===== config.mk =====
export PLATFORM = sky130hd
export DESIGN_NAME = decodeUnit
export DESIGN_NICKNAME = d
export VERILOG_FILES = /design/src/hw/rvPkg.sv /design/src/hw/pipePkg.sv /design/src/hw/decodeUnit.sv
export SDC_FILE = /design/constraint.sdc
export NUM_CORES = 1
export LEC_CHECK = 0
export ABC_CLOCK_PERIOD_IN_PS = 1800
export BUFFER_PORTS_ARGS = -buffer_cell sky130_fd_sc_hd__buf_4
export CORE_UTILIZATION = 29
export DETAILED_ROUTE_END_ITERATION = 8
export PLACE_DENSITY_LB_ADDON = 0.2
export SLEW_MARGIN = 15
export SYNTH_ARGS = -nofsm -noshare
export SYNTH_HDL_FRONTEND = slang
export SYNTH_SLANG_ARGS = --single-unit

===== constraint.sdc =====
create_clock -name vclk -period 1.8
set_input_delay 0.18 -clock vclk [all_inputs]
set_output_delay 0.18 -clock vclk [all_outputs]
set_load 0.01 [all_outputs]

===== src/hw/rvPkg.sv =====
package rvPkg;

    parameter int xlen = 32;

    typedef logic [xlen-1:0] wordT;
    typedef logic [4:0]      regAddrT;
    typedef logic [2:0]      funct3T;

    // R-type layout that the other formats also read through
    typedef struct packed {
        logic [6:0] funct7;
        regAddrT    rs2;
        regAddrT    rs1;
        funct3T     funct3;
        regAddrT    rd;
        logic [6:0] opcode;
    } instrT;

    typedef enum logic [6:0] {
        load   = 7'b0000011,
        store  = 7'b0100011,
        opImm  = 7'b0010011,
        op     = 7'b0110011,
        branch = 7'b1100011
    } opcodeT;

    ////////////////////////////////////////
    // funct3 codes
    localparam funct3T f3Beq = 3'b000;
    localparam funct3T f3Bne = 3'b001;
    localparam funct3T f3Blt = 3'b100;
    localparam funct3T f3Bge = 3'b101;

    localparam funct3T f3Add = 3'b000;   // also sub
    localparam funct3T f3Sll = 3'b001;
    localparam funct3T f3Xor = 3'b100;
    localparam funct3T f3Srl = 3'b101;   // also sra
    localparam funct3T f3Or  = 3'b110;
    localparam funct3T f3And = 3'b111;

    localparam instrT nopInstr = 32'h0000_0013;  // addi x0, x0, 0

endpackage


===== src/hw/pipePkg.sv =====
package pipePkg;

    import rvPkg::*;

    typedef enum logic [2:0] {
        add, sub, andOp, orOp, xorOp, sll, srl, sra
    } aluOpT;

    typedef enum logic [1:0] {
        fromReg, fromMem, fromWb
    } fwdSelT;

    typedef struct packed {
        logic  regWrite;
        logic  memRead;
        logic  memWrite;
        logic  isBranch;
        logic  aluSrcImm;
        aluOpT aluOp;
    } ctrlT;

    ////////////////////////////////////////
    // Stage payloads where all zero is a bubble
    typedef struct packed {
        wordT  pc;
        instrT instr;
    } ifIdT;

    typedef struct packed {
        ctrlT    ctrl;
        wordT    pc;
        wordT    rs1Data;
        wordT    rs2Data;
        regAddrT rs1;
        regAddrT rs2;
        regAddrT rd;
        wordT    imm;
        funct3T  funct3;
    } idExT;

    typedef struct packed {
        ctrlT    ctrl;
        wordT    aluResult;
        wordT    storeData;
        regAddrT rd;
    } exMemT;

    typedef struct packed {
        logic    regWrite;
        regAddrT rd;
        wordT    result;
    } memWbT;

    typedef struct packed {
        logic    valid;
        regAddrT rd;
        wordT    data;
    } retireT;

endpackage


===== src/hw/decodeUnit.sv =====
module decodeUnit (
    input  rvPkg::instrT  instr,
    output pipePkg::ctrlT ctrl,
    output rvPkg::wordT   imm
);

    import rvPkg::*;
    import pipePkg::*;

    wordT  bits;
    wordT  immI;
    wordT  immS;
    wordT  immB;
    aluOpT aluSel;
    logic  isReg;

    assign bits = instr;
    assign immI = {{20{bits[31]}}, bits[31:20]};
    assign immS = {{20{bits[31]}}, bits[31:25], bits[11:7]};
    assign immB = {{19{bits[31]}}, bits[31], bits[7], bits[30:25], bits[11:8], 1'b0};
    assign isReg = (instr.opcode == op);

    ////////////////////////////////////////
    // ALU operation
    always_comb begin
        case (instr.funct3)
            f3Add:   aluSel = (isReg && instr.funct7[5]) ? sub : add;
            f3Sll:   aluSel = sll;
            f3Xor:   aluSel = xorOp;
            f3Srl:   aluSel = instr.funct7[5] ? sra : srl;
            f3Or:    aluSel = orOp;
            f3And:   aluSel = andOp;
            default: aluSel = add;
        endcase
    end

    ////////////////////////////////////////
    // Control per opcode
    always_comb begin
        ctrl = '0;
        imm  = '0;
        case (instr.opcode)
            op: begin
                ctrl.regWrite = 1'b1;
                ctrl.aluOp    = aluSel;
            end
            opImm: begin
                ctrl.regWrite  = 1'b1;
                ctrl.aluSrcImm = 1'b1;
                ctrl.aluOp     = aluSel;
                imm            = immI;
            end
            load: begin
                ctrl.regWrite  = 1'b1;
                ctrl.memRead   = 1'b1;
                ctrl.aluSrcImm = 1'b1;
                imm            = immI;
            end
            store: begin
                ctrl.memWrite  = 1'b1;
                ctrl.aluSrcImm = 1'b1;
                imm            = immS;
            end
            branch: begin
                ctrl.isBranch = 1'b1;
                imm           = immB;   // already byte offset
            end
            default: ctrl = '0;       // Unknown opcode gives a bubble
        endcase
    end

endmodule


==> out/metrics.yaml <==
fin_crit_sh: 0.883
min_period_ps: 1590
slowest_delay_ps: 300
worst_path_most_repeated_cell: "buf_4"
max_slew.worst_pin.slew_ps: 504
grt_pass1_wl_um: 1590
cap_violations: 0
start_kind: "input pin"
die_w_um: 40.6
power.density_mw_per_mm2: 127
drtIter0Drc: 7
die_height_um: 40.6
seq_area_frac_synth: 0
critical_path_arrival_ps: 1410
first_global_vias: 405
synthesis.area_um2: 432
grt_use_total: 0.133
post-synth-top-area-cell: "buf_4"
critical_path_class: "in2out"
ir_worst_vdd_mv: 0.0553
yosysWarnings: 0
nNetsFinal: 149
netlist_instances: 67
cts.repair.resized: 0
layout.cells.non_filler: 130
tns_ps: 0
gr-total-overflow: 0
regArea_um2: 0
avgSynthCellArea_um2: 6.44
post-place-cells: 130
critical-path-top-delay-family: "simple AND/OR/NAND/NOR gates"
min_path_cells: 3
num_vias: 588
gp_congestion: 0.649
cp_slowest_cell: "or2_2"
hold_end: "ctrl[2]"
placementRows: 13
multi_input_area_um2: 273
die-area_mm2: 0.00165
final_util: 0.605
drtAntennaViolNets: 0
grt_setup_unrepaired: "no"
end_kind: "primary output"
synthTopCellsByCount: "20 x buf_4, 11 x nor2_1, 7 x and2_1"
viasPerCell: 4.52
place_hpwl_um: 1120
wl_per_cell_um: 9.84
drive_above_1_share: 0.643
power_w: 0.000104
netlist.area_leader.share: 0.348
synthTopCellsByArea: "buf_4 35%, and2_1 10%, nor2_1 9.6%"
antenna_cells: 0
yosys.cell_count.top_type: "buf_4"
fillers: 147
hp-class: "in2out"
critical_path_buf_inv_count: 3
worstPathCellList: "buf_4, nand4bb_1, buf_4, or2_2, nor3_1, buf_4"
wl_um: 1280
hold_viol: 0
firstDrtPassIters: 2
leakage_nw: 0.447
slew_headroom: 0.663
port_buffers: 67
setup_viol: 0
finalMaxSlewViolations: 0
antenna_found_initial: 0
fmax_ghz: 0.629
holdCritStartpoint: "instr[13]"
core_area_mm2: 0.00135
cp_data_required_time_ps: 1620
yosysUniqueCellTypes: 21
areaGrowthSynthToFinish_pct: 89.3
status: "finished clean"
synth_fp_nets: 99
cts_setup_buffers: 0
design.portCount: 72
drc: 0
start_util: 0.320
postCtsHoldBufs: 0
clkbuf_count: 0
nFlopsAndLatches: 0
grt_max_degree: 21
path_max_fanout: 7
## cells in the final DEF, fill, tap and decap left out
| master | instances |
|---|---|
| or2_2 | 1 |
| a221oi_1 | 1 |
| nand2_1 | 1 |
| a21oi_1 | 4 |
| a22oi_1 | 4 |
| nor3_1 | 1 |
| nand3_1 | 1 |
| or3b_4 | 1 |
| nor3b_1 | 1 |
| a211oi_2 | 1 |
| nor2_1 | 11 |
| o21ai_0 | 2 |
| and3b_1 | 1 |
| and2_1 | 7 |
| nor3_2 | 1 |
| nand4bb_1 | 1 |
| nand2b_1 | 1 |
| buf_4 | 70 |
| nor2b_1 | 5 |
## area by class of cell
class	count	area share
Multi-Input combinational cell	45	0.334
Tap cell	15	0.0230
Timing Repair Buffer	70	0.643
## worst max-delay path by stage
stage	start	endpoint	slack (ps)	cells after the start
after floorplan	instr[2]	imm[13]	90	5
after global placement	instr[2]	ctrl[6]	240	6
after detailed placement	instr[2]	ctrl[6]	200	6
after CTS	instr[2]	ctrl[6]	190	6
after global routing	instr[2]	ctrl[6]	170	6
final	instr[2]	ctrl[6]	210	6
## power by group
part / switching, W / leakage (nW) / internal [W] / total (W)
logic: 0.0000402 / 0.447 / 0.0000634 / 0.000104
registers: 0 / 0 / 0 / 0
clock network: 0 / 0 / 0 / 0
total: 0.0000402 / 0.447 / 0.0000634 / 0.000104
## kinds of logic after synthesis
kind of cell    count (synthesis)  synth area share
buf+inv                        22             0.368
simple gates                   33             0.443
compound gates                 12             0.188
## stage by stage
step / hold WS, ps / instance area [um^2] / worst slack (ps)
2_1_floorplan: 393 / 432 / 88.2
3_3_place_gp: 635 / 817 / 241
3_5_place_dp: 637 / 817 / 202
4_1_cts: 638 / 817 / 195
5_1_grt: 650 / 817 / 166
6_report: 636 / 817 / 211
## routing by layer
| layer | track usage | up-vias | part of all wire |
|---|---|---|---|
| met5 | 0 | - | 0 |
| li1 | - | 304 | - |
| met4 | 0 | 0 | 0 |
| met1 | 0.157 | 244 | 0.37 |
| met2 | 0.262 | 40 | 0.50 |
| met3 | 0.0167 | 0 | 0.13 |
Note: power is estimated with default switching activity, not from simulation.
