### config.mk
export PLATFORM = sky130hd
export DESIGN_NAME = regFile
export DESIGN_NICKNAME = d
export VERILOG_FILES = /design/src/hw/rvPkg.sv /design/src/hw/pipePkg.sv /design/src/hw/regFile.sv
export SDC_FILE = /design/constraint.sdc
export NUM_CORES = 2
export LEC_CHECK = 0
export BUFFER_PORTS_ARGS = -buffer_cell sky130_fd_sc_hd__clkbuf_2
export CORE_ASPECT_RATIO = 0.7
export CORE_MARGIN = 8
export CORE_UTILIZATION = 55
export DETAILED_ROUTE_END_ITERATION = 10
export GPL_TIMING_DRIVEN = 0
export PLACE_DENSITY = 0.74
export SYNTH_ARGS = -nofsm -noshare
export SYNTH_HDL_FRONTEND = slang
export SYNTH_SLANG_ARGS = --single-unit
### constraint.sdc
create_clock -name clock -period 2.8 [get_ports clock]
set_clock_uncertainty 0.1 [all_clocks]
set_input_delay 0.56 -clock clock [delete_from_list [all_inputs] [get_ports clock]]
set_output_delay 0.56 -clock clock [all_outputs]
set_load 0.005 [all_outputs]
### src/hw/rvPkg.sv
package rvPkg;

    parameter int xlen = 32;

    typedef logic [xlen-1:0] wordT;
    typedef logic [4:0]      regAddrT;
    typedef logic [2:0]      funct3T;

    // R-type layout that the other formats also read through
    typedef struct packed {
        logic [6:0] funct7;
        regAddrT    rs2;
        regAddrT    rs1;
        funct3T     funct3;
        regAddrT    rd;
        logic [6:0] opcode;
    } instrT;

    typedef enum logic [6:0] {
        load   = 7'b0000011,
        store  = 7'b0100011,
        opImm  = 7'b0010011,
        op     = 7'b0110011,
        branch = 7'b1100011
    } opcodeT;

    ////////////////////////////////////////
    // funct3 codes
    localparam funct3T f3Beq = 3'b000;
    localparam funct3T f3Bne = 3'b001;
    localparam funct3T f3Blt = 3'b100;
    localparam funct3T f3Bge = 3'b101;

    localparam funct3T f3Add = 3'b000;   // also sub
    localparam funct3T f3Sll = 3'b001;
    localparam funct3T f3Xor = 3'b100;
    localparam funct3T f3Srl = 3'b101;   // also sra
    localparam funct3T f3Or  = 3'b110;
    localparam funct3T f3And = 3'b111;

    localparam instrT nopInstr = 32'h0000_0013;  // addi x0, x0, 0

endpackage

### src/hw/pipePkg.sv
package pipePkg;

    import rvPkg::*;

    typedef enum logic [2:0] {
        add, sub, andOp, orOp, xorOp, sll, srl, sra
    } aluOpT;

    typedef enum logic [1:0] {
        fromReg, fromMem, fromWb
    } fwdSelT;

    typedef struct packed {
        logic  regWrite;
        logic  memRead;
        logic  memWrite;
        logic  isBranch;
        logic  aluSrcImm;
        aluOpT aluOp;
    } ctrlT;

    ////////////////////////////////////////
    // Stage payloads where all zero is a bubble
    typedef struct packed {
        wordT  pc;
        instrT instr;
    } ifIdT;

    typedef struct packed {
        ctrlT    ctrl;
        wordT    pc;
        wordT    rs1Data;
        wordT    rs2Data;
        regAddrT rs1;
        regAddrT rs2;
        regAddrT rd;
        wordT    imm;
        funct3T  funct3;
    } idExT;

    typedef struct packed {
        ctrlT    ctrl;
        wordT    aluResult;
        wordT    storeData;
        regAddrT rd;
    } exMemT;

    typedef struct packed {
        logic    regWrite;
        regAddrT rd;
        wordT    result;
    } memWbT;

    typedef struct packed {
        logic    valid;
        regAddrT rd;
        wordT    data;
    } retireT;

endpackage

### src/hw/regFile.sv
module regFile (
    input  logic            clock,
    input  logic            rstN,
    input  rvPkg::regAddrT  rs1,
    input  rvPkg::regAddrT  rs2,
    output rvPkg::wordT     rs1Data,
    output rvPkg::wordT     rs2Data,
    input  pipePkg::memWbT  writeback
);

    import rvPkg::*;

    wordT regs [1:31];
    logic writeEn;

    assign writeEn = writeback.regWrite && (writeback.rd != '0);

    always_ff @(posedge clock or negedge rstN) begin
        if (!rstN) begin
            for (int i = 1; i < 32; i++) begin
                regs[i] <= '0;
            end
        end else if (writeEn) begin
            regs[writeback.rd] <= writeback.result;
        end
    end

    // Same-cycle write seen by decode
    function automatic wordT readReg(regAddrT addr);
        if (addr == '0) return '0;
        if (writeEn && writeback.rd == addr) return writeback.result;
        return regs[addr];
    endfunction

    assign rs1Data = readReg(rs1);
    assign rs2Data = readReg(rs2);

endmodule

==> reports/metrics.cfg <==
[worst_setup_path]
cp_cell_sequence=buf_16, buf_16, buf_16, buf_16, buf_12, buf_6, mux4_2, a22oi_2, a21oi_2, a211o_1, clkbuf_2
worstSetupStartpointType=primary input
required_ns=2.14
cp-end-kind=primary output
arrival_ns=2.86
critPathKind=in -> out
crit_fanout=7
cpMaxStageDelayCell=mux4_2
crit_top_cell=buf_16
slowest_delay_ns=0.50
critPathBufInv=7
cpLargestDelayFamily=buffers and inverters

[sta]
slew_violations=0
slew_headroom=0.224
timing.final.ws_setup_ns=-0.720
tightest_slew_ns=1.16
timing.fmax_ghz=0.284
fin_crit_sh=1.26
period_needed_ns=3.52
worst_hold_slack_ns=0.128
rsz0062_at_grt=true
finalSetupTns_ns=-42.31
hold_viol=0
setup_viol=110

[drt]
drc=0
routedWlPerCell_microns=39.8
drt_iter0_markers=6168
viasPerCell=7.40
dr.pass1.iters=7
via_count=39300
ant_nets=0
routed_wl_microns=212000

[pwr]
total_power_mw=46.7
p_clk_frac=0.325
p_switching_mw=14.4
power.share.combinational=0.260
p_leak_nw=27.3
ir_worst_vdd_mv=0.554
p_seq_frac=0.415
p_int_mw=32.3
p_per_area_nw_per_um2=722
swShare=0.309

[cts]
clkTransAtPathRegs_ns=0.06
clk_path_buf_depth=3
cts.sinks=992
root_buffer=clkbuf_16
cts_made_buffers=98
cts_tree=built
h-tree-depth=3
clk_latency_ns=0.72

[synth]
ys_seq_area_frac=0.464
netlist_area_sq_um=53500
synth_seq_cells=992
synth_top_area_frac=0.464
avgSynthCellArea_sq_um=14.7
synth_area_leaders=dfrtp_1 (46%), mux2_2 (21%), mux4_2 (19%)
synthTopCellsByCount=dfrtp_1 (992), mux2_2 (984), mux4_2 (462)
synthArstFlopShare=1.00
synthFlopType=dfrtp_1
synth-edff-count=0
synth_most_common_cell=dfrtp_1
synth_top_area_cell=dfrtp_1
synthCells=3645
synth.distinct_cells=52
ys_warn_count=0
syn-num-nets=3695

[grt]
grt_max_degree=113
grt_remaining_overflow=0
grt_use_total=0.383
grt_pass1_wl_microns=293000
grt_pass1_vias=38300
antenna_found_initial=7

[floorplanning]
ios=114
core_area_sq_um=96200
design.die.area_sq_um=108000
initial_core_util=0.556
die_h_microns=277
dieWidth_microns=389
num_rows=95

[place]
dpl_worst_slack_ns=-2.80
dp_hpwl_microns=150000
place_area_sq_um=55900
post-place-cells=5020
io_buffer_count=104
place.gp.congestion=1.05

[status]
status=complete, but fails checks
failed_checks=negative setup slack

[final_layout]
fillerInstances=6403
multi_input_area_sq_um=29400
seq_area_sq_um=24800
final_util=0.673
area_growth_pct=21.0
drive_gt1_frac=0.590
fin_cells=5319
nNetsFinal=4014
largest-register=regs
reg.largest.list=regs: 992 flops
largest_reg_flops=992
postLayoutCellArea_sq_um=64700

[hold_path]
holdCritPathClass=in -> reg

[flow_run]
maxCapViolations=0

-- power groups by stage --
| stage | sequential (mW) | clock (mW) | combinational (mW) |
|---|---|---|---|
| global placement | 19.2 | 0 | 9.57 |
| global route | 19.7 | 15.7 | 12.4 |
| detailed placement | 19.4 | 0 | 9.86 |
| CTS | 19.2 | 15.1 | 11.3 |
| floorplan | 18.6 | 0 | 6.70 |
| finish | 19.4 | 15.2 | 12.1 |
-- cell families (layout without fill, tap and decap cells) --
group           Yosys count  in the layout  share of synthesized area
flops                   992            992                      0.464
compound gates          331            331                     0.0464
simple gates            341            341                     0.0295
buf+inv                 417            821                     0.0349
xor+xnor                 10             10                    0.00164
other cells               0              9                          0
mux                    1554           1554                      0.423
-- cells in the final DEF (no fill, tap or decap), drive strengths merged, types with 2 or more instances in the layout --
| cell type | count |
|---|---|
| mux2 | 1042 |
| xnor2 | 7 |
| a21oi | 49 |
| a211oi | 34 |
| and3 | 4 |
| o211ai | 33 |
| clkinv | 25 |
| xor2 | 3 |
| bufinv | 19 |
| nor2b | 37 |
| a22oi | 17 |
| a221oi | 106 |
| nand2b | 2 |
| nor3 | 16 |
| nand4 | 3 |
| o21ai | 19 |
| nand3b | 5 |
| a31oi | 33 |
| o221ai | 14 |
| a2111oi | 2 |
| diode | 9 |
| clkbuf | 451 |
| and2 | 18 |
| or2 | 2 |
| clkinvlp | 8 |
| nor2 | 83 |
| nand2 | 140 |
| dfrtp | 992 |
| nand3 | 3 |
| mux2i | 50 |
| a211o | 17 |
| inv | 18 |
| or3 | 18 |
| buf | 298 |
| mux4 | 462 |
| nor3b | 5 |
-- area by class of cell --
cell class                      instances  share of cell area
Antenna cell                            9            0.000348
Multi-Input combinational cell       2236               0.454
Sequential cell                       992               0.384
Timing Repair Buffer                  221              0.0333
Tap cell                             1261              0.0244
Inverter                               18             0.00130
Clock buffer                          133              0.0441
Buffer                                397              0.0465
Clock inverter                         52              0.0123
-- layer usage --
| layer | wire length, microns | track usage | vias up | share of wire |
|---|---|---|---|---|
| met5 | 1280 | 0.0572 | - | 0.0060 |
| met4 | 10500 | 0.139 | 29 | 0.049 |
| li1 | - | - | 14800 | - |
| met1 | 76200 | 0.495 | 20700 | 0.36 |
| met2 | 83600 | 0.498 | 3197 | 0.39 |
| met3 | 40300 | 0.261 | 612 | 0.19 |
-- what timing repair did --
item                                   4_1_cts  5_1_grt
gates resized for setup                    748      137
gates cloned                                 9        6
endpoints found under the hold margin       36        0
pin swaps                                  135       64
buffers inserted                            62       32
setup endpoints to repair                   64      270
hold buffers                                 2        0
-- final timing paths --
path,from,endpoint,slack (ns),cells past startpoint
worst min-delay path,writeback[2],regs[34],0.13,2
max in group asynchronous,rstN,regs[147],0.25,7
worst max-delay path,rs2[0],rs2Data[3],-0.72,11
worst min register to register,regs[829],regs[829],0.40,2
worst max register to register,regs[514],regs[514],1.65,3
min in group asynchronous,rstN,regs[888],0.43,3
Note: power is estimated with default switching activity, not from simulation.
