<file path="config.mk">
export PLATFORM = sky130hd
export DESIGN_NAME = executeUnit
export DESIGN_NICKNAME = d
export VERILOG_FILES = /design/src/hw/rvPkg.sv /design/src/hw/pipePkg.sv /design/src/hw/executeUnit.sv
export SDC_FILE = /design/constraint.sdc
export NUM_CORES = 1
export LEC_CHECK = 0
export BUFFER_PORTS_ARGS = -buffer_cell sky130_fd_sc_hd__clkbuf_2
export CAP_MARGIN = 20
export CORE_UTILIZATION = 54
export DETAILED_ROUTE_END_ITERATION = 16
export PLACE_DENSITY_LB_ADDON = 0.25
export SLEW_MARGIN = 15
export SYNTH_ARGS = -nofsm -noshare
export SYNTH_HDL_FRONTEND = slang
export SYNTH_SLANG_ARGS = --single-unit
</file>
<file path="constraint.sdc">
create_clock -name vclk -period 21.1
set_input_delay 3.165 -clock vclk [all_inputs]
set_output_delay 3.165 -clock vclk [all_outputs]
set_load 0.005 [all_outputs]
</file>
<file path="src/hw/rvPkg.sv">
package rvPkg;

    parameter int xlen = 32;

    typedef logic [xlen-1:0] wordT;
    typedef logic [4:0]      regAddrT;
    typedef logic [2:0]      funct3T;

    // R-type layout that the other formats also read through
    typedef struct packed {
        logic [6:0] funct7;
        regAddrT    rs2;
        regAddrT    rs1;
        funct3T     funct3;
        regAddrT    rd;
        logic [6:0] opcode;
    } instrT;

    typedef enum logic [6:0] {
        load   = 7'b0000011,
        store  = 7'b0100011,
        opImm  = 7'b0010011,
        op     = 7'b0110011,
        branch = 7'b1100011
    } opcodeT;

    ////////////////////////////////////////
    // funct3 codes
    localparam funct3T f3Beq = 3'b000;
    localparam funct3T f3Bne = 3'b001;
    localparam funct3T f3Blt = 3'b100;
    localparam funct3T f3Bge = 3'b101;

    localparam funct3T f3Add = 3'b000;   // also sub
    localparam funct3T f3Sll = 3'b001;
    localparam funct3T f3Xor = 3'b100;
    localparam funct3T f3Srl = 3'b101;   // also sra
    localparam funct3T f3Or  = 3'b110;
    localparam funct3T f3And = 3'b111;

    localparam instrT nopInstr = 32'h0000_0013;  // addi x0, x0, 0

endpackage

</file>
<file path="src/hw/pipePkg.sv">
package pipePkg;

    import rvPkg::*;

    typedef enum logic [2:0] {
        add, sub, andOp, orOp, xorOp, sll, srl, sra
    } aluOpT;

    typedef enum logic [1:0] {
        fromReg, fromMem, fromWb
    } fwdSelT;

    typedef struct packed {
        logic  regWrite;
        logic  memRead;
        logic  memWrite;
        logic  isBranch;
        logic  aluSrcImm;
        aluOpT aluOp;
    } ctrlT;

    ////////////////////////////////////////
    // Stage payloads where all zero is a bubble
    typedef struct packed {
        wordT  pc;
        instrT instr;
    } ifIdT;

    typedef struct packed {
        ctrlT    ctrl;
        wordT    pc;
        wordT    rs1Data;
        wordT    rs2Data;
        regAddrT rs1;
        regAddrT rs2;
        regAddrT rd;
        wordT    imm;
        funct3T  funct3;
    } idExT;

    typedef struct packed {
        ctrlT    ctrl;
        wordT    aluResult;
        wordT    storeData;
        regAddrT rd;
    } exMemT;

    typedef struct packed {
        logic    regWrite;
        regAddrT rd;
        wordT    result;
    } memWbT;

    typedef struct packed {
        logic    valid;
        regAddrT rd;
        wordT    data;
    } retireT;

endpackage

</file>
<file path="src/hw/executeUnit.sv">
module executeUnit (
    input  pipePkg::idExT   idEx,
    input  pipePkg::fwdSelT fwdA,
    input  pipePkg::fwdSelT fwdB,
    input  rvPkg::wordT     memResult,
    input  rvPkg::wordT     wbResult,
    output pipePkg::exMemT  exMem,
    output logic            branchTaken,
    output rvPkg::wordT     branchTarget
);

    import rvPkg::*;
    import pipePkg::*;

    wordT opA;
    wordT rs2Value;
    wordT opB;
    wordT aluOut;
    logic condMet;

    function automatic wordT forward(fwdSelT sel, wordT regValue);
        case (sel)
            fromMem: return memResult;
            fromWb:  return wbResult;
            default: return regValue;
        endcase
    endfunction

    assign opA      = forward(fwdA, idEx.rs1Data);
    assign rs2Value = forward(fwdB, idEx.rs2Data);
    assign opB      = idEx.ctrl.aluSrcImm ? idEx.imm : rs2Value;

    ////////////////////////////////////////
    // ALU
    always_comb begin
        case (idEx.ctrl.aluOp)
            add:     aluOut = opA + opB;
            sub:     aluOut = opA - opB;
            andOp:   aluOut = opA & opB;
            orOp:    aluOut = opA | opB;
            xorOp:   aluOut = opA ^ opB;
            sll:     aluOut = opA << opB[4:0];
            srl:     aluOut = opA >> opB[4:0];
            sra:     aluOut = wordT'($signed(opA) >>> opB[4:0]);
            default: aluOut = opA + opB;
        endcase
    end

    // Branch condition on forwarded operands
    always_comb begin
        case (idEx.funct3)
            f3Beq:   condMet = (opA == rs2Value);
            f3Bne:   condMet = (opA != rs2Value);
            f3Blt:   condMet = ($signed(opA) < $signed(rs2Value));
            f3Bge:   condMet = ($signed(opA) >= $signed(rs2Value));
            default: condMet = 1'b0;
        endcase
    end

    assign branchTaken  = idEx.ctrl.isBranch && condMet;
    assign branchTarget = idEx.pc + idEx.imm;

    assign exMem = '{ctrl: idEx.ctrl, aluResult: aluOut, storeData: rs2Value, rd: idEx.rd};

endmodule

</file>
==> impl_metrics.py, run 1 <==
metrics = {
    "timing": {
        "setup_violations": 0,
        "finalSetupTns_ns": 0,
        "fin_crit_sh_pct": 60.9,
        "rsz0062_at_grt": "no",
        "max_slew.worst_pin.slew_ns": 1.14,
        "hold_viol": 0,
        "drv_slew": 0,
        "fin_ws_ns": 8.25,
        "period_needed_ns": 12.85,
        "slew_headroom_pct": 23.5,
        "fmax_ghz": 0.0778,
    },
    "die": {
        "io_pins": 332,
        "coreArea_um2": 22200,
        "rows": 54,
        "fp.dieW_um": 153,
        "start_util_pct": 55.8,
        "dieArea_um2": 23500,
        "die_y_um": 153,
    },
    "worst_setup_path": {
        "crit_chain": "clkbuf_2, inv_1, ha_2, buf_4, o21ai_1, o31ai_2, nand2_1, o31ai_1, xnor2_1, ha_1, and3_1, a221o_1, a2111oi_0, a21oi_1, nor3_1, nor3_1, o21ai_0, mux2i_1, o221ai_1, clkbuf_2",
        "critPathCaptureType": "primary output",
        "critPathTopFamily": "compound AO/OA/AOI/OAI gates",
        "arrival_ns": 9.68,
        "cp_max_fo": 66,
        "critPathKind": "in2out",
        "slowest_stage": "o31ai_2",
        "cp_num_buf_inv": 4,
        "cp_data_required_time_ns": 17.94,
        "cp-start-kind": "input port",
        "slowest_delay_ns": 1.00,
    },
    "synthesis": {
        "avgSynthCellArea_um2": 6.87,
        "synth-adder-area-share_pct": 17.6,
        "synth_top_cell_by_area": "ha_1",
        "synth-simple-area-share_pct": 20.4,
        "synth_warnings": 0,
        "yosys-top-cells-area": "ha_1, mux2i_1, o21ai_0",
        "ys_seq_area_share_pct": 0,
        "synthCells": 1800,
        "synth_nets": 2195,
        "synth_top_family_by_area": "compound AO/OA/AOI/OAI gates",
        "muxShareOfSynthArea_pct": 12.5,
        "synth_compound_area_share_pct": 34.8,
        "syn_area_um2": 12400,
        "synth-xor-area-share_pct": 5.31,
        "synth.top_cell.area_share_pct": 17.3,
        "synth_cell_types": 92,
    },
    "finish": {
        "regArea_um2": 0,
        "drive_gt1_share_pct": 21.6,
        "fin_area_um2": 13900,
        "fillers": 2118,
        "fin_cells": 2307,
        "nClkBuffers": 0,
        "nets": 2419,
        "area_growth_syn_to_layout_pct": 12.5,
        "design.seq.count": 0,
    },
    "pwr": {
        "power_density_nw_per_um2": 48.4,
        "leakage_nw": 6.77,
        "vdd_drop_max_mv": 0.0256,
        "power_uw": 673,
    },
    "placed_design": {
        "post-place-ws_ns": 8.58,
        "io_buffers": 306,
        "gp_congestion": 1.05,
        "place_area_um2": 13900,
        "placed_cells": 2302,
        "hpwl_um": 45200,
    },
    "drt": {
        "vias_per_cell": 6.91,
        "drt-total-wl_um": 57600,
        "drt-wirelength-per-cell_um": 24.9,
        "dr_total_vias": 16000,
        "drt_iter0_markers": 2153,
        "ant_nets": 0,
        "drc_errors": 0,
        "drt_pass1_iterations": 9,
    },
    "min_path": {
        "hp-class": "in2out",
    },
    "global_route": {
        "gr-usage-met2_pct": 75.0,
        "top_usage_layer": "met2",
        "grt_max_degree": 67,
        "grt_pass1_wl_um": 85800,
        "first_global_vias": 14900,
        "grt.met3_usage_pct": 10.9,
        "grt_overflow": 0,
        "use_met1_pct": 57.6,
        "grt_use_total_pct": 46.8,
        "antenna_found_initial": 5,
    },
    "flow_run": {
        "cap_violations": 0,
    },
    "clock_tree": {
        "ctsHoldBuffers": 0,
        "ctsResizeCount": 0,
        "post_cts_buffers": 0,
    },
    "outcome": {
        "status": "completed",
    },
}
[routing by layer]
layer  wire, µm  share of wire, %
met5          0                 0
met4       3700               6.4
met3       7050                12
met2      24900                43
met1      21900                38
[layout make-up]
cell class / count / area [µm²] / share of cell area (%)
inverter: 120 / 453 / 3.26
tap: 280 / 350 / 2.52
multi-input combinational: 1555 / 11300 / 80.9
antenna: 5 / 12.5 / 0.0900
timing repair buffer: 347 / 1840 / 13.2
[through the flow]
stage	utilization, %	hold WS [ns]
global placement	62.7	6.33
floorplan	-	6.41
finish	62.7	6.33
global route	62.7	6.33
detailed placement	62.7	6.33
CTS	62.7	6.33
[cells in the final DEF (no fill, tap or decap), drive strengths merged, types with 8 or more instances in the layout]
cell type	n
clkbuf	306
ha	171
nor2	166
nand2	163
o21ai	147
inv	119
a21oi	118
mux2i	111
xnor2	53
a22oi	49
buf	41
nor2b	39
nor3	39
a21o	34
a211oi	31
a221oi	30
o31ai	24
o21a	23
nand2b	23
nand3	23
mux2	23
xor2	22
o211ai	21
nand4	19
a31oi	19
a21boi	17
and3	16
or2	16
a222oi	14
o22ai	12
a221o	9
o21bai	9
o221ai	9
or3	8
[where the power goes]
part | internal (mW) | switching [mW]
sequential | 0 | 0
clock | 0.0000000317 | 0
combinational | 0.251 | 0.422
[synth_stat cells (all sizes together) (19+ instances only)]
master,n
nand3,23
o211ai,21
a31oi,19
a21oi,118
a211oi,31
nor3,39
a21o,34
nand4,19
o31ai,24
o21ai,147
nand2,163
ha,171
o21a,23
nor2b,39
inv,119
mux2i,111
clkbuf,47
a221oi,30
a22oi,49
nand2b,23
buf,78
xnor2,53
mux2,23
xor2,22
nor2,166
[cell families after synthesis]
group                      after synthesis
adders and majority gates              173
muxes                                  141
AOI/OAI and AO/OA                      626
buffers and inverters                  245
and+or+nand+nor                        540
xor gates and xnor gates                75
[worst paths after layout]
check	slack, ns	to	cells after the start	start
worst max-delay path	8.25	exMem[63]	20	fwdB[0]
worst min-delay path	6.33	exMem[1]	0	idEx[36]
Note: power is estimated with default switching activity, not from simulation.
==> run 2, diff against run 1 <==
Clock period 21.1 ns to 12.35 ns, I/O delays scaled along.
==> impl_metrics.py, run 2 (same netlist as run 1, synthesis figures left out) <==
metrics = {
    "outcome": {
        "status": "completed",
    },
    "finish": {
        "nClkBuffers": 0,
        "drive_gt1_share_pct": 21.6,
        "fillers": 2168,
        "nets": 2419,
        "layout_commonest_cell": "clkbuf_2",
        "regArea_um2": 0,
        "design.seq.count": 0,
        "area_growth_syn_to_layout_pct": 12.5,
        "layout_common_cells": "clkbuf_2, ha_1, nand2_1",
    },
    "worst_setup_path": {
        "cp_data_required_time_ns": 10.50,
        "cp_max_fo": 66,
        "critPathKind": "in2out",
        "critPathCaptureType": "primary output",
        "cp-start-kind": "input port",
        "arrival_ns": 8.27,
    },
    "timing": {
        "slew_headroom_pct": 29.4,
        "fin_ws_ns": 2.23,
        "max_slew.worst_pin.slew_ns": 1.06,
        "finalSetupTns_ns": 0,
        "period_needed_ns": 10.12,
        "drv_slew": 0,
        "rsz0062_at_grt": "no",
        "fin_crit_sh_pct": 81.9,
        "whs_ns": 3.71,
        "fmax_ghz": 0.0988,
        "hold_viol": 0,
        "setup_violations": 0,
    },
    "global_route": {
        "grt_use_total_pct": 46.6,
        "grt_overflow": 0,
        "antenna_found_initial": 3,
        "first_global_vias": 14800,
        "grt_max_degree": 67,
        "grt_pass1_wl_um": 85400,
    },
    "die": {
        "start_util_pct": 55.8,
        "coreArea_um2": 22200,
        "io_pins": 332,
        "rows": 54,
        "fp.dieW_um": 153,
        "dieArea_um2": 23500,
        "die_y_um": 153,
    },
    "drt": {
        "ant_nets": 0,
        "drt_iter0_markers": 2263,
        "drc_errors": 0,
        "dr_total_vias": 15700,
        "drt-wirelength-per-cell_um": 24.6,
        "vias_per_cell": 6.82,
        "drt-total-wl_um": 56700,
        "drt_pass1_iterations": 8,
    },
    "min_path": {
        "hp-class": "in2out",
    },
    "flow_run": {
        "cap_violations": 0,
    },
    "placed_design": {
        "hpwl_um": 44800,
        "gp_congestion": 1.07,
        "io_buffers": 306,
        "post-place-ws_ns": 2.45,
    },
    "clock_tree": {
        "post_cts_buffers": 0,
        "ctsHoldBuffers": 0,
        "ctsResizeCount": 0,
    },
    "pwr": {
        "internal-power_uw": 430,
        "vdd_drop_max_mv": 0.0396,
        "p_clk_share_pct": 0,
        "leakage_nw": 6.77,
        "net-switching-power_uw": 714,
        "p_seq_share_pct": 0,
        "swShare_pct": 62.4,
        "power_density_nw_per_um2": 82.3,
        "p_comb_share_pct": 100.0,
    },
}
-- run 2: cell count changes in the layout (fill, tap and decap cells not counted), sizes merged --
| cell | change |
|---|---|
| diode | -2 |
-- run 2: stage by stage --
step	utilization (%)	instance area, µm²	total power [mW]	std cells
floorplan	-	12400	0.737	1800
global placement	62.7	13900	1.08	2302
finish	62.7	13900	1.14	2305
detailed placement	62.7	13900	1.10	2302
CTS	62.7	13900	1.10	2302
global route	62.7	13900	1.23	2305
-- run 2: worst paths after layout --
kind	from	end	slack (ns)	cells after the start
setup / recovery	idEx[149]	exMem[68]	2.23	21
hold / removal	idEx[36]	exMem[1]	3.71	0
-- run 2: power groups by stage --
stage,Clock [mW],Combinational [mW],Sequential (mW)
after detailed placement,0,1.10,0
after global placement,0,1.08,0
after global routing,0.0000000325,1.23,0
final,0.0000000325,1.14,0
after floorplan,0,0.737,0
after CTS,0,1.10,0
-- run 2: final cells by class --
type                            count  area [µm²]  area share, %
Multi-Input combinational cell   1555       11300           80.9
Timing Repair Buffer              347        1840           13.2
Inverter                          120         453           3.26
Tap cell                          280         350           2.52
Antenna cell                        3        7.51         0.0540
-- run 2: critical path, stage by stage --
cell      delay (ns)
clkbuf_2        0.07
buf_4           0.61
inv_1           0.58
mux2i_2         0.29
buf_4           0.42
inv_1           0.13
nor2_2          0.40
and3_1          0.35
nand3_1         0.18
o41ai_1         0.37
xnor2_1         0.12
ha_1            0.40
a21o_1          0.21
a21o_1          0.17
a21o_1          0.20
o41a_1          0.48
a311oi_2        0.51
o21ai_0         0.19
or4_1           0.42
nand4_1         0.14
clkbuf_2        0.13
-- run 2: routing by layer --
metal  global-route usage, %  up-vias  part of all wire, %
met4                    26.2        0                  6.4
met3                    9.30      233                   11
met5                       0        -                    0
li1                        -     7117                    -
met1                    58.6     7276                   39
met2                    74.0     1091                   43
