<file path="src/hw/stageReg.sv">
module stageReg #(
    parameter type payloadT = logic [31:0]
) (
    input  logic    clock,
    input  logic    rstN,
    input  logic    hold,
    input  logic    flush,
    input  payloadT d,
    output payloadT q
);

    // Flush wins over hold
    always_ff @(posedge clock or negedge rstN) begin
        if (!rstN) begin
            q <= '0;
        end else if (flush) begin
            q <= '0;
        end else if (!hold) begin
            q <= d;
        end
    end

endmodule

</file>
<file path="config.mk">
export PLATFORM = sky130hd
export DESIGN_NAME = stageReg
export DESIGN_NICKNAME = d
export VERILOG_FILES = /design/src/hw/stageReg.sv
export SDC_FILE = /design/constraint.sdc
export NUM_CORES = 1
export LEC_CHECK = 0
export BUFFER_PORTS_ARGS = -buffer_cell sky130_fd_sc_hd__buf_2
export CAP_MARGIN = 10
export CORE_MARGIN = 3
export CORE_UTILIZATION = 37
export DETAILED_ROUTE_END_ITERATION = 8
export HOLD_SLACK_MARGIN = 0.06
export PLACE_DENSITY_LB_ADDON = 0.25
export SLEW_MARGIN = 20
export SYNTH_ARGS = -nofsm -noshare
export SYNTH_HDL_FRONTEND = slang
export SYNTH_SLANG_ARGS = --single-unit
export TNS_END_PERCENT = 30
</file>
<file path="constraint.sdc">
create_clock -name clock -period 2.1 [get_ports clock]
set_clock_uncertainty 0.15 [all_clocks]
set_input_delay 0.525 -clock clock [delete_from_list [all_inputs] [get_ports clock]]
set_output_delay 0.525 -clock clock [all_outputs]
set_load 0.01 [all_outputs]
</file>
==> flow_metrics.py, run 1 <==
metrics = {
    "place": {
        "portBuffers": 67,
        "gp_congestion": 0.696,
        "dpl.hpwl_mm": 1.89,
    },
    "floorplan": {
        "rows": 21,
        "start_util": 0.391,
        "coreArea_mm2": 0.00339,
        "die_x_um": 65.8,
        "die_area_mm2": 0.00433,
        "ios": 68,
        "die_y_um": 65.8,
    },
    "power": {
        "ir_drop_uv": 419,
        "clkPwrFrac": 0.267,
        "switching_power_mw": 0.296,
        "power_density_mw_per_mm2": 679,
        "power_leakage_nw": 1.01,
        "finalPower_mw": 1.15,
        "power_frac_comb": 0.155,
        "p_int_mw": 0.858,
        "seq_power_share": 0.578,
        "swShare": 0.257,
    },
    "grt": {
        "grt_max_degree": 33,
        "grt_use_total": 0.134,
        "grt_overflow": 0,
        "grt_pass1_wl_mm": 4.41,
        "grt_antenna_before_repair": 0,
        "grt_pass1_vias": 1018,
    },
    "yosys": {
        "synthTopCellsByArea": "dfrtp_1, mux2i_1, nor2_1",
        "synth_commonest_cells": "dfrtp_1, mux2i_1, nor2_1, buf_12, clkbuf_1",
        "netlist_area_mm2": 0.00132,
        "synth_edf_count": 0,
        "synth_top_area_cell": "dfrtp_1",
        "synthMuxAreaShare": 0.242,
        "synth-adder-area-share": 0,
        "synth_compound_area_frac": 0,
        "synth_top_family_by_area": "multiplexers",
        "yosys.area_share.simple": 0.0907,
        "synth_warnings": 0,
        "synthCells": 103,
        "syn_nets": 139,
        "synthArstFlopShare": 1.00,
        "yosys_register_bits": 32,
        "synth-xor-area-share": 0,
        "ys_seq_area_frac": 0.605,
        "ys_types": 6,
        "synth_top_area_share": 0.605,
        "synth_ff_type": "dfrtp_1",
        "syn_area_per_cell_um2": 12.9,
    },
    "clocking": {
        "cts_setup_buffers": 0,
        "ctsHoldBuffers": 0,
        "cts-root-buf": "clkbuf_4",
        "clock_sinks": 32,
        "cts_buffer_depth": 2,
        "h-tree-depth": 2,
        "cts_tree": "built",
        "clk_latency_ps": 310,
        "cts_resized": 0,
        "path_clk_slew_ps": 100,
        "cts_buffers": 5,
    },
    "layout": {
        "drive_above_1_share": 0.433,
        "syn_to_final_growth_pct": 28.4,
        "largest_register_ffs": 32,
        "top_register": "q",
        "nets": 207,
        "antennaDiodeCount": 0,
        "biggestRegsByFlops": "q: 32 flops",
    },
    "route": {
        "drt-initial-drc-count": 18,
        "post_drt_wl_per_cell_um": 11.8,
        "vias": 969,
        "drt-pass1-iter-count": 2,
        "routed_wl_mm": 2.57,
        "via_per_inst": 4.47,
        "drc_errors": 0,
        "ant_nets": 0,
    },
    "timing": {
        "fmax_ghz": 0.648,
        "layout_min_cycle_time_ps": 1540,
        "finalSetupTns_ps": 0,
        "rsz0062_at_grt": "false",
        "worstMarginPinSlew_ps": 685,
        "period_share": 0.735,
        "hold_viol": 0,
        "finalSetupViolations": 0,
        "maxSlewViolCount": 0,
        "slew_headroom": 0.543,
    },
    "job": {
        "cap_viol_max_count": 0,
    },
    "status": {
        "status": "finished clean",
    },
    "critical_path": {
        "path_cells": "buf_2",
        "cp_max_fo": 2,
        "cp-start-kind": "flip-flop",
        "crit_buf_inv": 1,
        "arrival_ps": 870,
        "cp_slowest_stage_delay_ps": 400,
        "required_ps": 1420,
        "path_class": "flip-flop to primary output",
        "reg2reg_slack_ps": 1230,
        "critPathTopFamily": "flip-flops",
        "crit_path_top_delay_cell": "dfrtp_1",
        "cp-end-kind": "primary output",
    },
    "min_path": {
        "holdCritPathClass": "primary input to async pin",
    },
}
==> kinds of logic (layout without fill, tap and decap cells) <==
logic type             after synthesis  count (layout)
AND/OR/NAND/NOR                     32              32
multiplexers                        32              32
buffers and inverters                7              75
flip-flops                          32              32
==> power by group through the flow <==
stage | clock (mW) | sequential (mW) | combinational, mW
floorplan | 0 | 0.697 | 0.0850
global placement | 0 | 0.678 | 0.179
detailed placement | 0 | 0.680 | 0.184
CTS | 0.329 | 0.668 | 0.183
global route | 0.362 | 0.673 | 0.201
finish | 0.309 | 0.667 | 0.179
==> path summary, 6_finish.rpt <==
kind,start,endpoint,cells after the start
max in group asynchronous,rstN,q[7],1
hold / removal,rstN,q[31],1
setup reg to reg,q[21],q[21],2
setup / recovery,q[21],q[21],1
min in group clock,d[24],q[24],3
hold reg to reg,q[4],q[4],2
==> per-layer routing <==
metal / part of all wire / GRT usage / vias to the layer above / wire, µm
li1: - / - / 476 / -
met1: 0.43 / 0.156 / 447 / 1100
met2: 0.48 / 0.224 / 42 / 1240
met3: 0.081 / 0.0493 / 4 / 207
met4: 0.0089 / 0.0466 / 0 / 23
met5: 0 / 0 / - / 0
==> cell type report <==
class / count / area, µm²
Timing Repair Buffer: 68 / 355
Multi-Input combinational cell: 64 / 440
Sequential cell: 32 / 801
Clock inverter: 1 / 5.00
Tap cell: 46 / 57.6
Clock buffer: 6 / 41.3
Fill cell: 335 / 1690
==> placed cells by master, fill, tap and decap left out <==
cell	n
clkbuf_4	5
clkbuf_1	1
buf_2	67
mux2i_1	32
nor2_1	32
buf_12	1
clkinv_2	1
dfrtp_1	32
==> metrics by stage <==
step / cells / setup slack (ps) / hold WS (ps) / area (µm²) / utilization
after detailed placement: 210 / 638 / 362 / 1650 / 0.488
after CTS: 217 / 536 / 93.0 / 1700 / 0.502
after floorplan: 103 / 826 / 79.4 / 1320 / -
after global routing: 217 / 507 / 122 / 1700 / 0.502
after global placement: 210 / 677 / 348 / 1650 / 0.488
final: 217 / 557 / 92.7 / 1700 / 0.502
Power figures use the tool's default switching activity.
==> run 2: changes to the inputs <==
ABC_AREA = 1   (was not set)
clock period = 1.39 ns   (was 2.1 ns; I/O delays follow)
==> flow_metrics.py, run 2 <==
metrics = {
    "yosys": {
        "synth_top_area_share": 0.620,
        "synth-adder-area-share": 0,
        "synth_warnings": 0,
        "syn_area_per_cell_um2": 9.22,
        "netlist_area_mm2": 0.00129,
        "synth_top_family_by_area": "simple AND/OR/NAND/NOR gates",
        "synth_compound_area_frac": 0,
        "yosys.area_share.simple": 0.319,
        "ys_seq_area_frac": 0.620,
        "ys_types": 7,
        "synth_ff_type": "dfrtp_1",
        "synthTopCellsByArea": "dfrtp_1, nand2_1, nand3_1",
        "synthMuxAreaShare": 0,
        "synthCells": 140,
        "synthArstFlopShare": 1.00,
        "synth-xor-area-share": 0,
        "yosys_register_bits": 32,
        "synth_edf_count": 0,
        "synth_commonest_cells": "nand2_1, dfrtp_1, nand3_1, buf_2, buf_6",
        "syn_nets": 176,
        "synth_top_area_cell": "dfrtp_1",
        "synth.most_common_cell": "nand2_1",
    },
    "layout": {
        "nets": 271,
        "instances_no_fill": 280,
        "antennaDiodeCount": 0,
        "nFillCells": 300,
        "post-route-util": 0.618,
        "drive_above_1_share": 0.369,
        "biggestRegsByFlops": "q: 32 flops",
        "regArea_um2": 801,
        "final_cell_mix": "buf_2, nand2_1, nand3_1, dfrtp_1, dlygate4sd3_1",
        "top_register": "q",
        "final_area_mm2": 0.00196,
        "final_common_cell": "buf_2",
        "syn_to_final_growth_pct": 52.1,
        "multi_input_area_um2": 412,
        "largest_register_ffs": 32,
    },
    "grt": {
        "grt_pass1_vias": 1291,
        "grt_antenna_before_repair": 0,
        "grt_pass1_wl_mm": 5.62,
        "grt_overflow": 0,
        "grt_max_degree": 21,
        "grt_use_total": 0.176,
    },
    "clocking": {
        "h-tree-depth": 2,
        "cts_tree": "built",
        "path_clk_slew_ps": 100,
        "clk_latency_ps": 320,
        "cts_buffers": 5,
        "cts-root-buf": "clkbuf_4",
        "clock_sinks": 32,
        "cts_buffer_depth": 2,
    },
    "floorplan": {
        "die_y_um": 65.1,
        "ios": 68,
        "start_util": 0.406,
        "die_x_um": 65.1,
        "rows": 20,
        "die_area_mm2": 0.00423,
        "coreArea_mm2": 0.00318,
    },
    "power": {
        "power_frac_comb": 0.169,
        "switching_power_mw": 0.482,
        "clkPwrFrac": 0.291,
        "swShare": 0.258,
        "ir_drop_uv": 579,
        "power_density_mw_per_mm2": 952,
        "p_int_mw": 1.39,
        "power_leakage_nw": 1.17,
        "seq_power_share": 0.540,
    },
    "route": {
        "via_per_inst": 4.69,
        "drt-pass1-iter-count": 4,
        "routed-wl-met2_mm": 1.84,
        "post_drt_wl_per_cell_um": 12.6,
        "top_layer_used": "met4",
        "drt-initial-drc-count": 42,
        "drt-met1-wl_mm": 1.40,
        "routed_wl_mm": 3.52,
        "ant_nets": 0,
        "vias": 1312,
        "drc_errors": 0,
        "wl_met3_um": 244,
    },
    "critical_path": {
        "cp_slowest_stage_delay_ps": 400,
        "path_cells": "buf_2",
        "r2r_start": "q[9]",
        "cp-end-kind": "primary output",
        "critPathLaunch": "q[14]",
        "cp_max_fo": 2,
        "cp-start-kind": "flip-flop",
        "required_ps": 890,
        "reg2reg_slack_ps": 470,
        "crit_end": "q[14]",
        "crit_buf_inv": 1,
        "crit_path_top_delay_cell": "dfrtp_1",
        "critPathTopFamily": "flip-flops",
        "arrival_ps": 880,
        "path_class": "flip-flop to primary output",
        "cp.depth": 1,
        "r2r-end": "q[9]",
        "rr_worst_depth": 3,
    },
    "min_path": {
        "holdCritPathClass": "primary input to flip-flop",
    },
    "place": {
        "dpl.cell_count": 248,
        "gp_congestion": 0.695,
        "dpl.hpwl_mm": 2.40,
        "portBuffers": 67,
        "place_worst_setup_slack_ps": 208,
        "placed_cell_area_mm2": 0.00167,
    },
    "timing": {
        "period_share": 0.988,
        "setup_slack_ps": 16.3,
        "hold_viol": 0,
        "finalSetupViolations": 0,
        "worstMarginPinSlew_ps": 367,
        "rsz0062_at_grt": "true",
        "maxSlewViolCount": 0,
        "fmax_ghz": 0.728,
        "layout_min_cycle_time_ps": 1370,
        "slew_headroom": 0.756,
        "holdWs_ps": 61.9,
    },
    "job": {
        "cap_viol_max_count": 0,
    },
    "status": {
        "status": "finished clean",
    },
}
[run 2: cell count changes in the layout (fill, tap and decap cells not counted), sizes merged]
cell and change:
clkinv -1, nand2 +64, dlygate4sd3 +19, clkbuf +2
buf +11, mux2i -32, nand3 +32, nor2 -31
inv +1
[run 2: worst min path at each step]
| stage | start | end | cells after the start |
|---|---|---|---|
| floorplan | rstN | q[0] | 0 |
| global placement | rstN | q[13] | 1 |
| detailed placement | rstN | q[14] | 1 |
| CTS | d[28] | q[28] | 3 |
| global route | d[14] | q[14] | 3 |
| finish | d[31] | q[31] | 3 |
[run 2: per-layer routing]
layer  GRT usage  vias up
met5           0        -
met4      0.0596        0
met3      0.0693        5
met2       0.310       57
met1       0.191      616
li1            -      634
[run 2: power by group through the flow]
stage                     sequential (mW)  combinational (mW)  clock (mW)
after floorplan                      1.05              0.0927           0
after global routing                 1.02               0.352       0.618
after detailed placement             1.03               0.265           0
after CTS                            1.01               0.283       0.553
after global placement               1.03               0.257           0
final                                1.01               0.316       0.544
[run 2: final cells by class]
class,instances,area share
clock buffers,8,0.0299
inverters,1,0.00191
multi-input cells,97,0.210
flip-flops and latches,32,0.408
well taps,44,0.0280
repair buffers,98,0.323
[run 2: what timing repair did]
| item | CTS | global route |
|---|---|---|
| hold endpoints to repair | 21 | 11 |
| hold buffers | 8 | 11 |
| endpoints found under the setup margin | 0 | 32 |
| buffers inserted | 0 | 5 |
| gates resized for setup | 0 | 1 |
[run 2: kinds of logic (layout without fill, tap and decap cells)]
family	count (synthesis)	in the layout
simple gates	97	97
flops	32	32
buf+inv	11	107
[run 2: per-stage QoR]
| stage | TNS [ps] | power (mW) |
|---|---|---|
| finish | 0 | 1.87 |
| global route | -705 | 1.99 |
| CTS | 0 | 1.85 |
| detailed placement | 0 | 1.29 |
| global placement | 0 | 1.28 |
| floorplan | 0 | 1.15 |
[run 2: worst reg2reg max path: cells and delay by family, from the launching register on]
family,cells,cell delay (ps)
simple gates,2,150
buf+inv,1,140
flops,1,390
==> run 3: changes to the inputs <==
ABC_AREA = not set   (was 1)
CAP_MARGIN = 5   (was 10)
GPL_TIMING_DRIVEN = 0   (was not set)
==> flow_metrics.py, run 3 (synthesis gave the netlist of run 1 again) <==
metrics = {
    "status": {
        "status": "finished clean",
    },
    "power": {
        "power_leakage_nw": 1.05,
        "clkPwrFrac": 0.251,
        "ir_drop_uv": 730,
        "switching_power_mw": 0.445,
        "power_density_mw_per_mm2": 979,
        "seq_power_share": 0.577,
        "swShare": 0.255,
        "p_int_mw": 1.30,
        "finalPower_mw": 1.75,
        "power_frac_comb": 0.172,
    },
    "timing": {
        "fmax_ghz": 0.736,
        "hold_viol": 0,
        "slew_headroom": 0.533,
        "worstMarginPinSlew_ps": 700,
        "holdWs_ps": 81.3,
        "period_share": 0.977,
        "layout_min_cycle_time_ps": 1360,
        "finalSetupViolations": 0,
        "maxSlewViolCount": 0,
        "rsz0062_at_grt": "true",
        "setup_slack_ps": 31.6,
    },
    "clocking": {
        "cts_buffers": 5,
        "clock_sinks": 32,
        "cts_buffer_depth": 2,
        "clk_latency_ps": 310,
        "cts-root-buf": "clkbuf_4",
        "path_clk_slew_ps": 90,
        "h-tree-depth": 2,
        "cts_tree": "built",
    },
    "critical_path": {
        "cp-end-kind": "primary output",
        "r2r_start": "q[9]",
        "cp_slowest_stage_delay_ps": 400,
        "crit_path_top_delay_cell": "dfrtp_1",
        "rr_worst_depth": 3,
        "path_cells": "buf_2",
        "reg2reg_slack_ps": 390,
        "r2r-end": "q[9]",
        "required_ps": 890,
        "cp_max_fo": 2,
        "crit_buf_inv": 1,
        "arrival_ps": 860,
        "path_class": "flip-flop to primary output",
        "cp-start-kind": "flip-flop",
        "critPathTopFamily": "flip-flops",
    },
    "min_path": {
        "holdPathEnd": "q[27]",
        "whs_path_depth": 2,
        "holdCritPathClass": "primary input to flip-flop",
        "min_from": "flush",
    },
    "floorplan": {
        "die_x_um": 65.8,
        "coreArea_mm2": 0.00339,
        "die_y_um": 65.8,
        "ios": 68,
        "die_area_mm2": 0.00433,
        "rows": 21,
        "start_util": 0.391,
    },
    "grt": {
        "grt_overflow": 0,
        "grt_antenna_before_repair": 0,
        "grt_max_degree": 33,
        "grt_pass1_vias": 1021,
        "grt_use_total": 0.147,
        "grt_pass1_wl_mm": 4.70,
    },
    "layout": {
        "top_register": "q",
        "syn_to_final_growth_pct": 35.0,
        "drive_above_1_share": 0.435,
        "instances_no_fill": 223,
        "final_cell_mix": "buf_2, mux2i_1, nor2_1, dfrtp_1, clkbuf_4",
        "final_common_cell": "buf_2",
        "nets": 215,
        "antennaDiodeCount": 0,
        "post-route-util": 0.527,
        "largest_register_ffs": 32,
        "biggestRegsByFlops": "q: 32 flops",
    },
    "route": {
        "drt-initial-drc-count": 36,
        "ant_nets": 0,
        "vias": 993,
        "routed_wl_mm": 2.84,
        "drc_errors": 0,
        "drt-pass1-iter-count": 3,
        "post_drt_wl_per_cell_um": 12.7,
        "via_per_inst": 4.45,
    },
    "place": {
        "portBuffers": 66,
        "dpl.hpwl_mm": 2.11,
        "place_worst_setup_slack_ps": 132,
        "dpl.cell_count": 215,
        "gp_congestion": 0.685,
    },
    "job": {
        "cap_viol_max_count": 0,
    },
}
run 3: changes by cell type in the layout (fill, tap and decap cells not counted), moves of 2 or more:
cell	previous run	this run
nand2_1	64	0
buf_2	66	64
nand3_1	32	0
dlygate4sd3_1	19	1
buf_12	1	3
buf_4	11	2
buf_6	1	3
nor2_1	0	32
mux2i_1	0	32
run 3: area by class of cell:
type | count | area [µm²]
Buffer | 7 | 82.6
Clock buffer | 5 | 37.5
Fill cell | 310 | 1600
Multi-Input combinational cell | 64 | 440
Sequential cell | 32 | 801
Tap cell | 46 | 57.6
Timing Repair Buffer | 69 | 368
run 3: worst max-delay path by stage:
stage,from,end,slack [ps],cells past startpoint
4_1_cts,q[9],q[9],10,1
3_5_place_dp,flush,q[9],130,3
2_1_floorplan,hold,q[0],290,4
3_3_place_gp,flush,q[11],180,3
5_1_grt,q[31],q[31],-20,1
6_report,q[4],q[4],30,1
run 3: stage by stage:
stage,cell area (µm²),TNS (ps)
global placement,1710,0
CTS,1760,0
global route,1790,-184
detailed placement,1710,0
floorplan,1320,0
finish,1790,0
run 3: per-layer routing:
| metal | share of wire | global-route usage | wire length, µm | vias to the layer above |
|---|---|---|---|---|
| met4 | 0.013 | 0.0466 | 38 | 0 |
| met3 | 0.10 | 0.0731 | 288 | 6 |
| li1 | - | - | - | 485 |
| met2 | 0.49 | 0.235 | 1380 | 42 |
| met1 | 0.40 | 0.171 | 1130 | 460 |
| met5 | 0 | 0 | 0 | - |
run 3: what timing repair did:
action                                  in CTS  in global routing
hold endpoints to repair                    32                  0
hold buffers                                 1                  0
endpoints found under the setup margin       0                 22
buffers inserted                             0                  2
gates resized for setup                      0                  2
run 3: power groups by stage:
| stage | clock, mW | sequential [mW] | combinational (mW) |
|---|---|---|---|
| final | 0.439 | 1.01 | 0.300 |
| after detailed placement | 0 | 1.03 | 0.296 |
| after floorplan | 0 | 1.05 | 0.128 |
| after global placement | 0 | 1.02 | 0.288 |
| after CTS | 0.467 | 1.01 | 0.298 |
| after global routing | 0.518 | 1.02 | 0.336 |
